$ cat config.mk
export PLATFORM = sky130hd
export DESIGN_NAME = dispatch
export DESIGN_NICKNAME = d
export VERILOG_FILES = /design/src/common/isa_pkg.sv /design/src/common/pipe_pkg.sv /design/src/source/gr_file.sv /design/src/sysreg/sysreg_file.sv /design/src/source/operand_select.sv /design/src/source/dispatch_stage.sv /design/src/source/dispatch.sv
export VERILOG_INCLUDE_DIRS = /design/src /design/src/common
export SDC_FILE = /design/constraint.sdc
export NUM_CORES = 2
export LEC_CHECK = 0
export ABC_CLOCK_PERIOD_IN_PS = 3300
export BUFFER_PORTS_ARGS = -buffer_cell sky130_fd_sc_hd__buf_2
export CORE_UTILIZATION = 55
export DETAILED_ROUTE_END_ITERATION = 6
export HOLD_SLACK_MARGIN = 0.1
export MAX_ROUTING_LAYER = met4
export PLACE_DENSITY = 0.71
export SYNTH_ARGS = -nofsm -noshare
export SYNTH_HDL_FRONTEND = slang
export SYNTH_SLANG_ARGS = --single-unit
$ cat constraint.sdc
create_clock -name iCLOCK -period 3.3 [get_ports iCLOCK]
set_clock_uncertainty 0.1 [all_clocks]
set_input_delay 0.165 -clock iCLOCK [delete_from_list [all_inputs] [get_ports iCLOCK]]
set_output_delay 0.165 -clock iCLOCK [all_outputs]
set_load 0.01 [all_outputs]
$ cat src/common/dispatch_settings.svh
`ifndef DISPATCH_SETTINGS_SVH
`define DISPATCH_SETTINGS_SVH

// Datapath and register pointer widths
`define DISPATCH_DATA_W 32
`define DISPATCH_PTR_W 5

// General register file depth
`define DISPATCH_GR_COUNT 32

// A source reading PCR sees the PC of the instruction minus this
`define DISPATCH_PCR_READ_OFFSET 32'd4

// IRQ entry clears PSR bits 6, 5 and 2
`define DISPATCH_PSR_IRQ_MASK 32'hffff_ff9b

`endif

$ cat src/common/isa_pkg.sv
`default_nettype none

`include "dispatch_settings.svh"

package isa_pkg;

	// Register number, general or system
	typedef logic [`DISPATCH_PTR_W-1:0] reg_ptr_t;

	// System registers kept by this stage
	typedef enum logic [4:0] {
		TIDR = 5'd2,
		PCR = 5'd4,
		SPR = 5'd5,
		PSR = 5'd6,
		IDTR = 5'd7,
		PPSR = 5'd12,
		PPCR = 5'd13
	} sysreg_idx_e;

	// Execution unit that takes the instruction
	typedef enum logic [3:0] {
		NONE = 4'd0,
		LOGIC = 4'd1,
		SHIFT = 4'd2,
		ADDER = 4'd3,
		MUL = 4'd4,
		SDIV = 4'd5,
		UDIV = 4'd6,
		LDST = 4'd7,
		BRANCH = 4'd8,
		SYS_REG = 4'd9,
		SYS_LDST = 4'd10
	} exec_unit_e;

endpackage

`default_nettype wire

$ cat src/common/pipe_pkg.sv
`default_nettype none

`include "dispatch_settings.svh"

package pipe_pkg;

	typedef struct packed {
		logic pagefault;
		logic privilege_error;
		logic invalid_inst;
	} fault_t;

	// Instruction as handed over by decode
	typedef struct packed {
		logic valid;
		fault_t fault;
		logic [4:0] cmd;
		logic [3:0] cc_afe;
		isa_pkg::reg_ptr_t destination;
		logic destination_sysreg;
		logic writeback;
		logic flags_writeback;
		isa_pkg::reg_ptr_t source0;
		logic source0_sysreg;
		logic source0_flags;
		// Immediate, or a pointer in the low bits
		logic [`DISPATCH_DATA_W-1:0] source1;
		logic source1_sysreg;
		logic source1_imm;
		isa_pkg::exec_unit_e unit;
		logic [`DISPATCH_DATA_W-1:0] pc;
	} decoded_t;

	// Latched instruction with its operand values
	typedef struct packed {
		fault_t fault;
		logic [4:0] cmd;
		logic [3:0] cc_afe;
		isa_pkg::reg_ptr_t destination;
		logic destination_sysreg;
		logic writeback;
		logic flags_writeback;
		logic source0_sysreg;
		logic source0_flags;
		logic source1_sysreg;
		logic source1_imm;
		isa_pkg::exec_unit_e unit;
		logic [`DISPATCH_DATA_W-1:0] pc;
		logic [`DISPATCH_DATA_W-1:0] source0_value;
		logic [`DISPATCH_DATA_W-1:0] source1_value;
		isa_pkg::reg_ptr_t source0_ptr;
		isa_pkg::reg_ptr_t source1_ptr;
	} dispatched_t;

	typedef struct packed {
		logic valid;
		logic [`DISPATCH_DATA_W-1:0] data;
		isa_pkg::reg_ptr_t destination;
		logic destination_sysreg;
		logic writeback;
		logic spr_writeback;
		logic [`DISPATCH_DATA_W-1:0] spr;
		logic [`DISPATCH_DATA_W-1:0] pc;
		logic branch;
		logic [`DISPATCH_DATA_W-1:0] branch_pc;
	} writeback_t;

	// Controls from the exception and free unit
	typedef struct packed {
		logic refresh;
		logic pipeline_stop;
		logic set_irq_mode;
		logic clr_irq_mode;
		logic ppcr_set;
		logic [`DISPATCH_DATA_W-1:0] ppcr;
	} free_ctrl_t;

	typedef struct packed {
		logic [`DISPATCH_DATA_W-1:0] psr;
		logic [`DISPATCH_DATA_W-1:0] ppsr;
		logic [`DISPATCH_DATA_W-1:0] spr;
		logic [`DISPATCH_DATA_W-1:0] pcr;
		logic [`DISPATCH_DATA_W-1:0] ppcr;
		logic [`DISPATCH_DATA_W-1:0] idtr;
		logic [`DISPATCH_DATA_W-1:0] tidr;
	} sysreg_view_t;

endpackage

`default_nettype wire

$ cat src/source/gr_file.sv
`timescale 1ns/1ps
`default_nettype none

`include "dispatch_settings.svh"

module gr_file (
	input logic iCLOCK,
	input logic inRESET,
	input logic wr_en,
	input logic [`DISPATCH_PTR_W-1:0] wr_ptr,
	input logic [`DISPATCH_DATA_W-1:0] wr_data,
	input logic [`DISPATCH_PTR_W-1:0] rd0_ptr,
	input logic [`DISPATCH_PTR_W-1:0] rd1_ptr,
	output logic [`DISPATCH_DATA_W-1:0] rd0,
	output logic [`DISPATCH_DATA_W-1:0] rd1
);

	logic [`DISPATCH_DATA_W-1:0] regs [0:`DISPATCH_GR_COUNT-1];

	// Single write-back port
	always_ff @(posedge iCLOCK or negedge inRESET) begin
		if (!inRESET) begin
			for (int i = 0; i < `DISPATCH_GR_COUNT; i++) begin
				regs[i] <= '0;
			end
		end
		else if (wr_en) begin
			regs[wr_ptr] <= wr_data;
		end
	end

	// Reads see the old value, bypass is done outside
	assign rd0 = regs[rd0_ptr];
	assign rd1 = regs[rd1_ptr];

	a_wr_ptr_known: assert property (
		@(posedge iCLOCK) disable iff (!inRESET)
		wr_en |-> !$isunknown(wr_ptr)
	);

endmodule

`default_nettype wire

$ cat src/sysreg/sysreg_file.sv
`timescale 1ns/1ps
`default_nettype none

`include "dispatch_settings.svh"

module sysreg_file (
	input logic iCLOCK,
	input logic inRESET,
	input pipe_pkg::writeback_t wb,
	input pipe_pkg::free_ctrl_t free,
	input isa_pkg::sysreg_idx_e rd0_idx,
	input isa_pkg::sysreg_idx_e rd1_idx,
	input logic [`DISPATCH_DATA_W-1:0] cur_pc,
	output logic [`DISPATCH_DATA_W-1:0] rd0,
	output logic [`DISPATCH_DATA_W-1:0] rd1,
	output pipe_pkg::sysreg_view_t sysregs
);

	import isa_pkg::*;
	import pipe_pkg::*;

	sysreg_view_t regs;
	sysreg_idx_e wr_idx;
	logic sys_wr;
	logic pcr_wr;
	logic spr_wb;

	assign wr_idx = sysreg_idx_e'(wb.destination);

	// Data write-back into a system register
	assign sys_wr = wb.valid && wb.destination_sysreg && wb.writeback && !free.pipeline_stop;

	// PCR follows every accepted write-back
	assign pcr_wr = wb.valid && !free.pipeline_stop;

	assign spr_wb = wb.valid && wb.spr_writeback && !free.pipeline_stop;

	always_ff @(posedge iCLOCK or negedge inRESET) begin
		if (!inRESET) begin
			regs <= '0;
		end
		else begin
			if (pcr_wr) begin
				regs.pcr <= wb.branch ? wb.branch_pc : wb.pc;
			end

			// Stack pointer update from the unit wins over a plain write
			if (spr_wb) begin
				regs.spr <= wb.spr;
			end
			else if (sys_wr && wr_idx == SPR) begin
				regs.spr <= wb.data;
			end

			// IRQ entry, then IRQ exit, then software write
			if (free.set_irq_mode) begin
				regs.psr <= regs.psr & `DISPATCH_PSR_IRQ_MASK;
			end
			else if (free.clr_irq_mode) begin
				regs.psr <= regs.ppsr;
			end
			else if (sys_wr && wr_idx == PSR) begin
				regs.psr <= wb.data;
			end

			// Old PSR is saved on IRQ entry
			if (free.set_irq_mode) begin
				regs.ppsr <= regs.psr;
			end
			else if (sys_wr && wr_idx == PPSR) begin
				regs.ppsr <= wb.data;
			end

			if (free.ppcr_set) begin
				regs.ppcr <= free.ppcr;
			end
			else if (sys_wr && wr_idx == PPCR) begin
				regs.ppcr <= wb.data;
			end

			if (sys_wr && wr_idx == IDTR) begin
				regs.idtr <= wb.data;
			end

			if (sys_wr && wr_idx == TIDR) begin
				regs.tidr <= wb.data;
			end
		end
	end

	function automatic logic [`DISPATCH_DATA_W-1:0] read_sr(input sysreg_idx_e idx);
		logic [`DISPATCH_DATA_W-1:0] value;
		case (idx)
			TIDR: value = regs.tidr;
			// PC of the reading instruction, not the PCR register
			PCR: value = cur_pc - `DISPATCH_PCR_READ_OFFSET;
			SPR: value = regs.spr;
			PSR: value = regs.psr;
			IDTR: value = regs.idtr;
			PPSR: value = regs.ppsr;
			PPCR: value = regs.ppcr;
			default: value = '0;
		endcase
		return value;
	endfunction

	always_comb begin
		rd0 = read_sr(rd0_idx);
		rd1 = read_sr(rd1_idx);
	end

	assign sysregs = regs;

	// Entry and exit in one cycle would leave PSR undefined
	a_irq_mode_excl: assert property (
		@(posedge iCLOCK) disable iff (!inRESET)
		!(free.set_irq_mode && free.clr_irq_mode)
	);

endmodule

`default_nettype wire

$ cat src/source/operand_select.sv
`timescale 1ns/1ps
`default_nettype none

`include "dispatch_settings.svh"

module operand_select (
	input pipe_pkg::decoded_t prev,
	input pipe_pkg::writeback_t wb,
	input logic [`DISPATCH_DATA_W-1:0] gr_rd0,
	input logic [`DISPATCH_DATA_W-1:0] gr_rd1,
	input logic [`DISPATCH_DATA_W-1:0] sr_rd0,
	input logic [`DISPATCH_DATA_W-1:0] sr_rd1,
	output isa_pkg::reg_ptr_t gr_ptr0,
	output isa_pkg::reg_ptr_t gr_ptr1,
	output isa_pkg::sysreg_idx_e sr_idx0,
	output isa_pkg::sysreg_idx_e sr_idx1,
	output logic [`DISPATCH_DATA_W-1:0] source0_value,
	output logic [`DISPATCH_DATA_W-1:0] source1_value
);

	import isa_pkg::*;
	import pipe_pkg::*;

	typedef struct packed {
		logic hit;
		logic [`DISPATCH_DATA_W-1:0] value;
	} bypass_t;

	reg_ptr_t ptr1;
	bypass_t byp0;
	bypass_t byp1;

	// Source 1 pointer sits in the low bits of the immediate field
	assign ptr1 = prev.source1[`DISPATCH_PTR_W-1:0];

	assign gr_ptr0 = prev.source0;
	assign gr_ptr1 = ptr1;
	assign sr_idx0 = sysreg_idx_e'(prev.source0);
	assign sr_idx1 = sysreg_idx_e'(ptr1);

	// Forwarding from the write-back in flight this cycle
	function automatic bypass_t wb_bypass(input reg_ptr_t ptr, input logic sysreg);
		bypass_t r;
		r.hit = 1'b0;
		r.value = '0;
		if (sysreg) begin
			if (wb.valid && wb.destination_sysreg) begin
				if (ptr == PCR) begin
					r = '{hit: 1'b1, value: wb.pc};
				end
				else if (ptr == SPR && wb.spr_writeback) begin
					r = '{hit: 1'b1, value: wb.spr};
				end
				else if (ptr == wb.destination && wb.writeback) begin
					r = '{hit: 1'b1, value: wb.data};
				end
			end
		end
		else if (wb.valid && wb.writeback && !wb.destination_sysreg && ptr == wb.destination) begin
			r = '{hit: 1'b1, value: wb.data};
		end
		return r;
	endfunction

	always_comb begin
		byp0 = wb_bypass(prev.source0, prev.source0_sysreg);
		byp1 = wb_bypass(ptr1, prev.source1_sysreg);
	end

	assign source0_value = byp0.hit ? byp0.value :
		(prev.source0_sysreg ? sr_rd0 : gr_rd0);

	// Immediate overrides everything
	assign source1_value = prev.source1_imm ? prev.source1 :
		byp1.hit ? byp1.value :
		(prev.source1_sysreg ? sr_rd1 : gr_rd1);

endmodule

`default_nettype wire

$ cat src/source/dispatch_stage.sv
`timescale 1ns/1ps
`default_nettype none

`include "dispatch_settings.svh"

module dispatch_stage (
	input logic iCLOCK,
	input logic inRESET,
	input pipe_pkg::decoded_t prev,
	input logic [`DISPATCH_DATA_W-1:0] source0_value,
	input logic [`DISPATCH_DATA_W-1:0] source1_value,
	input logic wb_valid,
	input logic refresh,
	input logic pipeline_stop,
	input logic next_lock,
	output pipe_pkg::dispatched_t next,
	output logic next_valid,
	output logic prev_lock,
	output logic exception_lock
);

	import isa_pkg::*;
	import pipe_pkg::*;

	dispatched_t latch_d;
	dispatched_t latch_q;
	logic valid_q;
	logic pcr_valid_q;

	always_comb begin
		latch_d.fault = prev.fault;
		latch_d.cmd = prev.cmd;
		latch_d.cc_afe = prev.cc_afe;
		latch_d.destination = prev.destination;
		latch_d.destination_sysreg = prev.destination_sysreg;
		latch_d.writeback = prev.writeback;
		latch_d.flags_writeback = prev.flags_writeback;
		latch_d.source0_sysreg = prev.source0_sysreg;
		latch_d.source0_flags = prev.source0_flags;
		latch_d.source1_sysreg = prev.source1_sysreg;
		latch_d.source1_imm = prev.source1_imm;
		latch_d.unit = prev.unit;
		latch_d.pc = prev.pc;
		latch_d.source0_value = source0_value;
		latch_d.source1_value = source1_value;
		latch_d.source0_ptr = prev.source0;
		latch_d.source1_ptr = prev.source1[`DISPATCH_PTR_W-1:0];
	end

	// Flush beats lock, lock holds everything
	always_ff @(posedge iCLOCK or negedge inRESET) begin
		if (!inRESET) begin
			valid_q <= 1'b0;
			latch_q <= '0;
		end
		else if (refresh) begin
			valid_q <= 1'b0;
			latch_q <= '0;
		end
		else if (!next_lock) begin
			valid_q <= prev.valid;
			latch_q <= latch_d;
		end
	end

	// PCR holds a real PC only after the first write-back
	always_ff @(posedge iCLOCK or negedge inRESET) begin
		if (!inRESET) begin
			pcr_valid_q <= 1'b0;
		end
		else if (refresh) begin
			pcr_valid_q <= 1'b0;
		end
		else if (wb_valid && !pipeline_stop) begin
			pcr_valid_q <= 1'b1;
		end
	end

	assign next = latch_q;
	assign next_valid = valid_q && !next_lock;
	assign prev_lock = next_lock;
	assign exception_lock = !pcr_valid_q || !valid_q || latch_q.unit == BRANCH;

	// Lock level gates next_valid and the latch directly
	a_lock_known: assert property (
		@(posedge iCLOCK) disable iff (!inRESET)
		!$isunknown(next_lock)
	);

endmodule

`default_nettype wire

$ cat src/source/dispatch.sv
`timescale 1ns/1ps
`default_nettype none

`include "dispatch_settings.svh"

module dispatch (
	input logic iCLOCK,
	input logic inRESET,
	input pipe_pkg::decoded_t prev,
	input pipe_pkg::writeback_t wb,
	input pipe_pkg::free_ctrl_t free,
	input logic next_lock,
	output pipe_pkg::dispatched_t next,
	output logic next_valid,
	output logic prev_lock,
	output logic exception_lock,
	output pipe_pkg::sysreg_view_t sysregs
);

	import isa_pkg::*;
	import pipe_pkg::*;

	logic gr_wr_en;
	reg_ptr_t gr_ptr0;
	reg_ptr_t gr_ptr1;
	sysreg_idx_e sr_idx0;
	sysreg_idx_e sr_idx1;
	logic [`DISPATCH_DATA_W-1:0] gr_rd0;
	logic [`DISPATCH_DATA_W-1:0] gr_rd1;
	logic [`DISPATCH_DATA_W-1:0] sr_rd0;
	logic [`DISPATCH_DATA_W-1:0] sr_rd1;
	logic [`DISPATCH_DATA_W-1:0] source0_value;
	logic [`DISPATCH_DATA_W-1:0] source1_value;

	// General register write-back, held off by a pipeline stop
	assign gr_wr_en = wb.valid && !wb.destination_sysreg && wb.writeback && !free.pipeline_stop;

	gr_file u_gr_file (
		.iCLOCK(iCLOCK),
		.inRESET(inRESET),
		.wr_en(gr_wr_en),
		.wr_ptr(wb.destination),
		.wr_data(wb.data),
		.rd0_ptr(gr_ptr0),
		.rd1_ptr(gr_ptr1),
		.rd0(gr_rd0),
		.rd1(gr_rd1)
	);

	sysreg_file u_sysreg_file (
		.iCLOCK(iCLOCK),
		.inRESET(inRESET),
		.wb(wb),
		.free(free),
		.rd0_idx(sr_idx0),
		.rd1_idx(sr_idx1),
		.cur_pc(prev.pc),
		.rd0(sr_rd0),
		.rd1(sr_rd1),
		.sysregs(sysregs)
	);

	operand_select u_operand_select (
		.prev(prev),
		.wb(wb),
		.gr_rd0(gr_rd0),
		.gr_rd1(gr_rd1),
		.sr_rd0(sr_rd0),
		.sr_rd1(sr_rd1),
		.gr_ptr0(gr_ptr0),
		.gr_ptr1(gr_ptr1),
		.sr_idx0(sr_idx0),
		.sr_idx1(sr_idx1),
		.source0_value(source0_value),
		.source1_value(source1_value)
	);

	dispatch_stage u_dispatch_stage (
		.iCLOCK(iCLOCK),
		.inRESET(inRESET),
		.prev(prev),
		.source0_value(source0_value),
		.source1_value(source1_value),
		.wb_valid(wb.valid),
		.refresh(free.refresh),
		.pipeline_stop(free.pipeline_stop),
		.next_lock(next_lock),
		.next(next),
		.next_valid(next_valid),
		.prev_lock(prev_lock),
		.exception_lock(exception_lock)
	);

endmodule

`default_nettype wire

==> flow_summary.json <==
{
  "hold_slack_ns": 0.152,
  "fin_crit_ns": 3.36,
  "required_ns": 3.92,
  "viasPerCell": 7.30,
  "synth_seq_cells": 1384,
  "drive_above_1_share_pct": 43.7,
  "cts_max_level": 4,
  "crit_path_top_delay_cell": "dlygate4sd3_1",
  "min_path_type": "input pin to register",
  "cts_root_buf": "clkbuf_16",
  "core_region_area_sq_um": 136000,
  "setup_tns_ns": -0.103,
  "maxSlewViolCount": 1,
  "layout_setup_ws_ns": -0.0556,
  "die-area_sq_um": 139000,
  "critPathKind": "input pin to register",
  "setup_violations": 4,
  "numCtsBuffers": 153,
  "clock-sinks": 1384,
  "fmax_mhz": 298,
  "die_h_microns": 373,
  "synth_ff_type": "dfrtp_1",
  "violations": "DRC, slew limit, setup timing",
  "netlist_area_sq_um": 75600,
  "die_w_microns": 373,
  "start_kind": "input pin",
  "path_cells": "dlygate4sd3_1, buf_2, nor3_1, buf_4, nand3_1, nor3_1, nand3_1, xnor2_2, a211oi_1, a22oi_1, dlygate4sd3_1",
  "syn_avg_cell_area_sq_um": 13.1,
  "maxCapViolCount": 0,
  "cp-end-kind": "register",
  "p_per_area_nw_per_um2": 470,
  "vdd_ir_drop_max_mv": 0.545,
  "ys_async_sr_fraction_pct": 100,
  "clkTransAtPathRegs_ns": 0.06,
  "portBuffers": 636,
  "firstDrtPassIters": 7,
  "cts_buffer_depth": 3,
  "critPathArrivalTime_ns": 3.97,
  "rows": 135,
  "r2r_end": "u_dispatch_stage.next[24]",
  "layout_commonest_cell": "dfrtp_1",
  "wirelength_microns": 350000,
  "ios": 637,
  "drc": 168,
  "hpwlAfterDp_microns": 232000,
  "ff2ff_path_depth": 5,
  "postRouteAntennaNets": 0,
  "place.gp.congestion": 1.10,
  "synth_edf_count": 0,
  "r2r_setup_slack_ns": -0.02,
  "r2r-start": "u_sysreg_file.sysregs[14]",
  "final_cell_area_sq_um": 93900,
  "grt_max_degree": 128,
  "slew_headroom_pct": -6.94,
  "yosysSeqAreaShare_pct": 45.8,
  "outcome": "complete, but fails checks",
  "worst_slew_pin_slew_ns": 1.60,
  "yosysWarnings": 0,
  "overflow": 0,
  "track_usage_pct": 51.8,
  "synth.distinct_cells": 78,
  "hold_viol": 0,
  "syn_inst": 5782,
  "first_global_vias": 63400,
  "syn-num-nets": 6059,
  "grt_pass1_wl_microns": 491000,
  "insertion_delay_ns": 0.84,
  "vias": 64500,
  "wire_per_inst_microns": 39.6,
  "synthToLayoutAreaGrowth_pct": 24.3,
  "final_cell_mix": "dfrtp_1 (1384), mux2_2 (1136), buf_2 (624), mux4_2 (546), dlygate4sd3_1 (510)",
  "post-route-period-util_pct": 102,
  "holdPathStages": 4,
  "cts_tree": "built",
  "p_leak_nw": 43.0,
  "min_to": "u_dispatch_stage.next[79]",
  "antenna_found_initial": 41,
  "dr.first_iter.drc_count": 9743,
  "dpl-instance-area_sq_um": 83200,
  "dp_slack_ns": -0.311,
  "min_from": "prev[5]",
  "finalNetCount": 7159,
  "start_util_pct": 55.6,
  "cp_max_fo": 4,
  "max_stage_delay_ns": 0.59,
  "rsz0062_at_grt": "no"
}
-- worst max-delay path: cells and delay by family --
kind / cells / cell delay (ns)
AOI/OAI and AO/OA: 2 / 0.72
buffers and inverters: 4 / 1.55
and+or+nand+nor: 4 / 1.27
xor gates and xnor gates: 1 / 0.25
-- per-layer routing --
metal,GRT usage [%],wire length [microns],part of all wire (%),vias to the layer above
met2,71.2,148000,42,5338
met1,59.7,118000,34,33000
met5,-,0,0,-
met3,20.1,46500,13,1756
li1,-,-,-,24400
met4,43.2,37500,11,0
-- final cells by class --
cell class	count	area [sq um]
inverter	14	55.1
fill	9403	42000
tap	1781	2230
antenna	48	120
clock inverter	47	747
sequential	1384	34600
timing repair buffer	1556	12800
multi-input combinational	3773	38800
clock buffer	232	4590
-- stage by stage --
stage                     power (mW)  utilization [%]  cells
after floorplan                 22.0                -   5782
after global placement          25.0             61.2   7993
after detailed placement        25.2             61.2   7993
after CTS                       43.8             68.9   8784
after global routing            45.1             69.1   8823
final                           44.2             69.1   8835
-- synthesized netlist by cell type (14+ instances only) --
cell type	count	area, sq um
a32oi_1	14	123
inv_1	14	52.6
a22oi_1	192	1440
nor3_1	53	265
a222oi_1	57	571
xor2_1	25	219
mux4_2	546	12300
a21boi_0	25	188
a2111oi_0	17	149
a21oi_1	160	801
o31ai_1	19	143
clkbuf_1	414	1550
nor4_1	18	113
nor2b_1	31	194
buf_1	115	432
nand2_1	274	1030
a31oi_1	37	231
xnor2_1	15	131
nor2_1	252	946
mux2_2	1136	12800
o22ai_1	39	244
o21ai_0	283	1420
a221oi_1	21	184
nand3_1	37	185
mux2i_1	324	3240
a211oi_1	23	173
o211ai_1	21	158
buf_2	73	365
dfrtp_1	1384	34600
-- state kept, by name, indices dropped and copies added, names as in the netlist --
register	cells
u_gr_file.regs	1024
u_dispatch_stage.pcr_valid_q	1
u_dispatch_stage.next	134
u_dispatch_stage.valid_q	1
u_sysreg_file.sysregs	224
-- worst max-delay path by stage --
stage	startpoint	to	depth (start not counted)
after floorplan	prev[2]	u_dispatch_stage.next[68]	10
after global placement	prev[2]	u_dispatch_stage.next[56]	10
after detailed placement	prev[2]	u_dispatch_stage.next[56]	10
after CTS	prev[40]	u_dispatch_stage.next[38]	12
after global routing	prev[75]	u_dispatch_stage.next[42]	10
final	prev[19]	u_dispatch_stage.next[40]	11
-- repair_timing --
action	4_1_cts	5_1_grt
buffers inserted	0	3
hold endpoints to repair	2182	2
hold buffers	512	1
gates resized for setup	0	18
endpoints found under the setup margin	0	10
-- logic make-up after synthesis --
group	share of synthesized area (%)
compound gates	8.44
simple gates	4.47
xor+xnor	0.464
fa+ha+maj	0.0166
buf+inv	3.28
mux	37.5
flops	45.8
-- where the power goes --
part	leakage [nW]	switching (mW)	internal, mW
Sequential	18.7	1.18	18.0
Clock	2.61	7.58	10.7
Combinational	21.7	3.78	2.96
No activity file was read; power rests on OpenSTA's default activity.
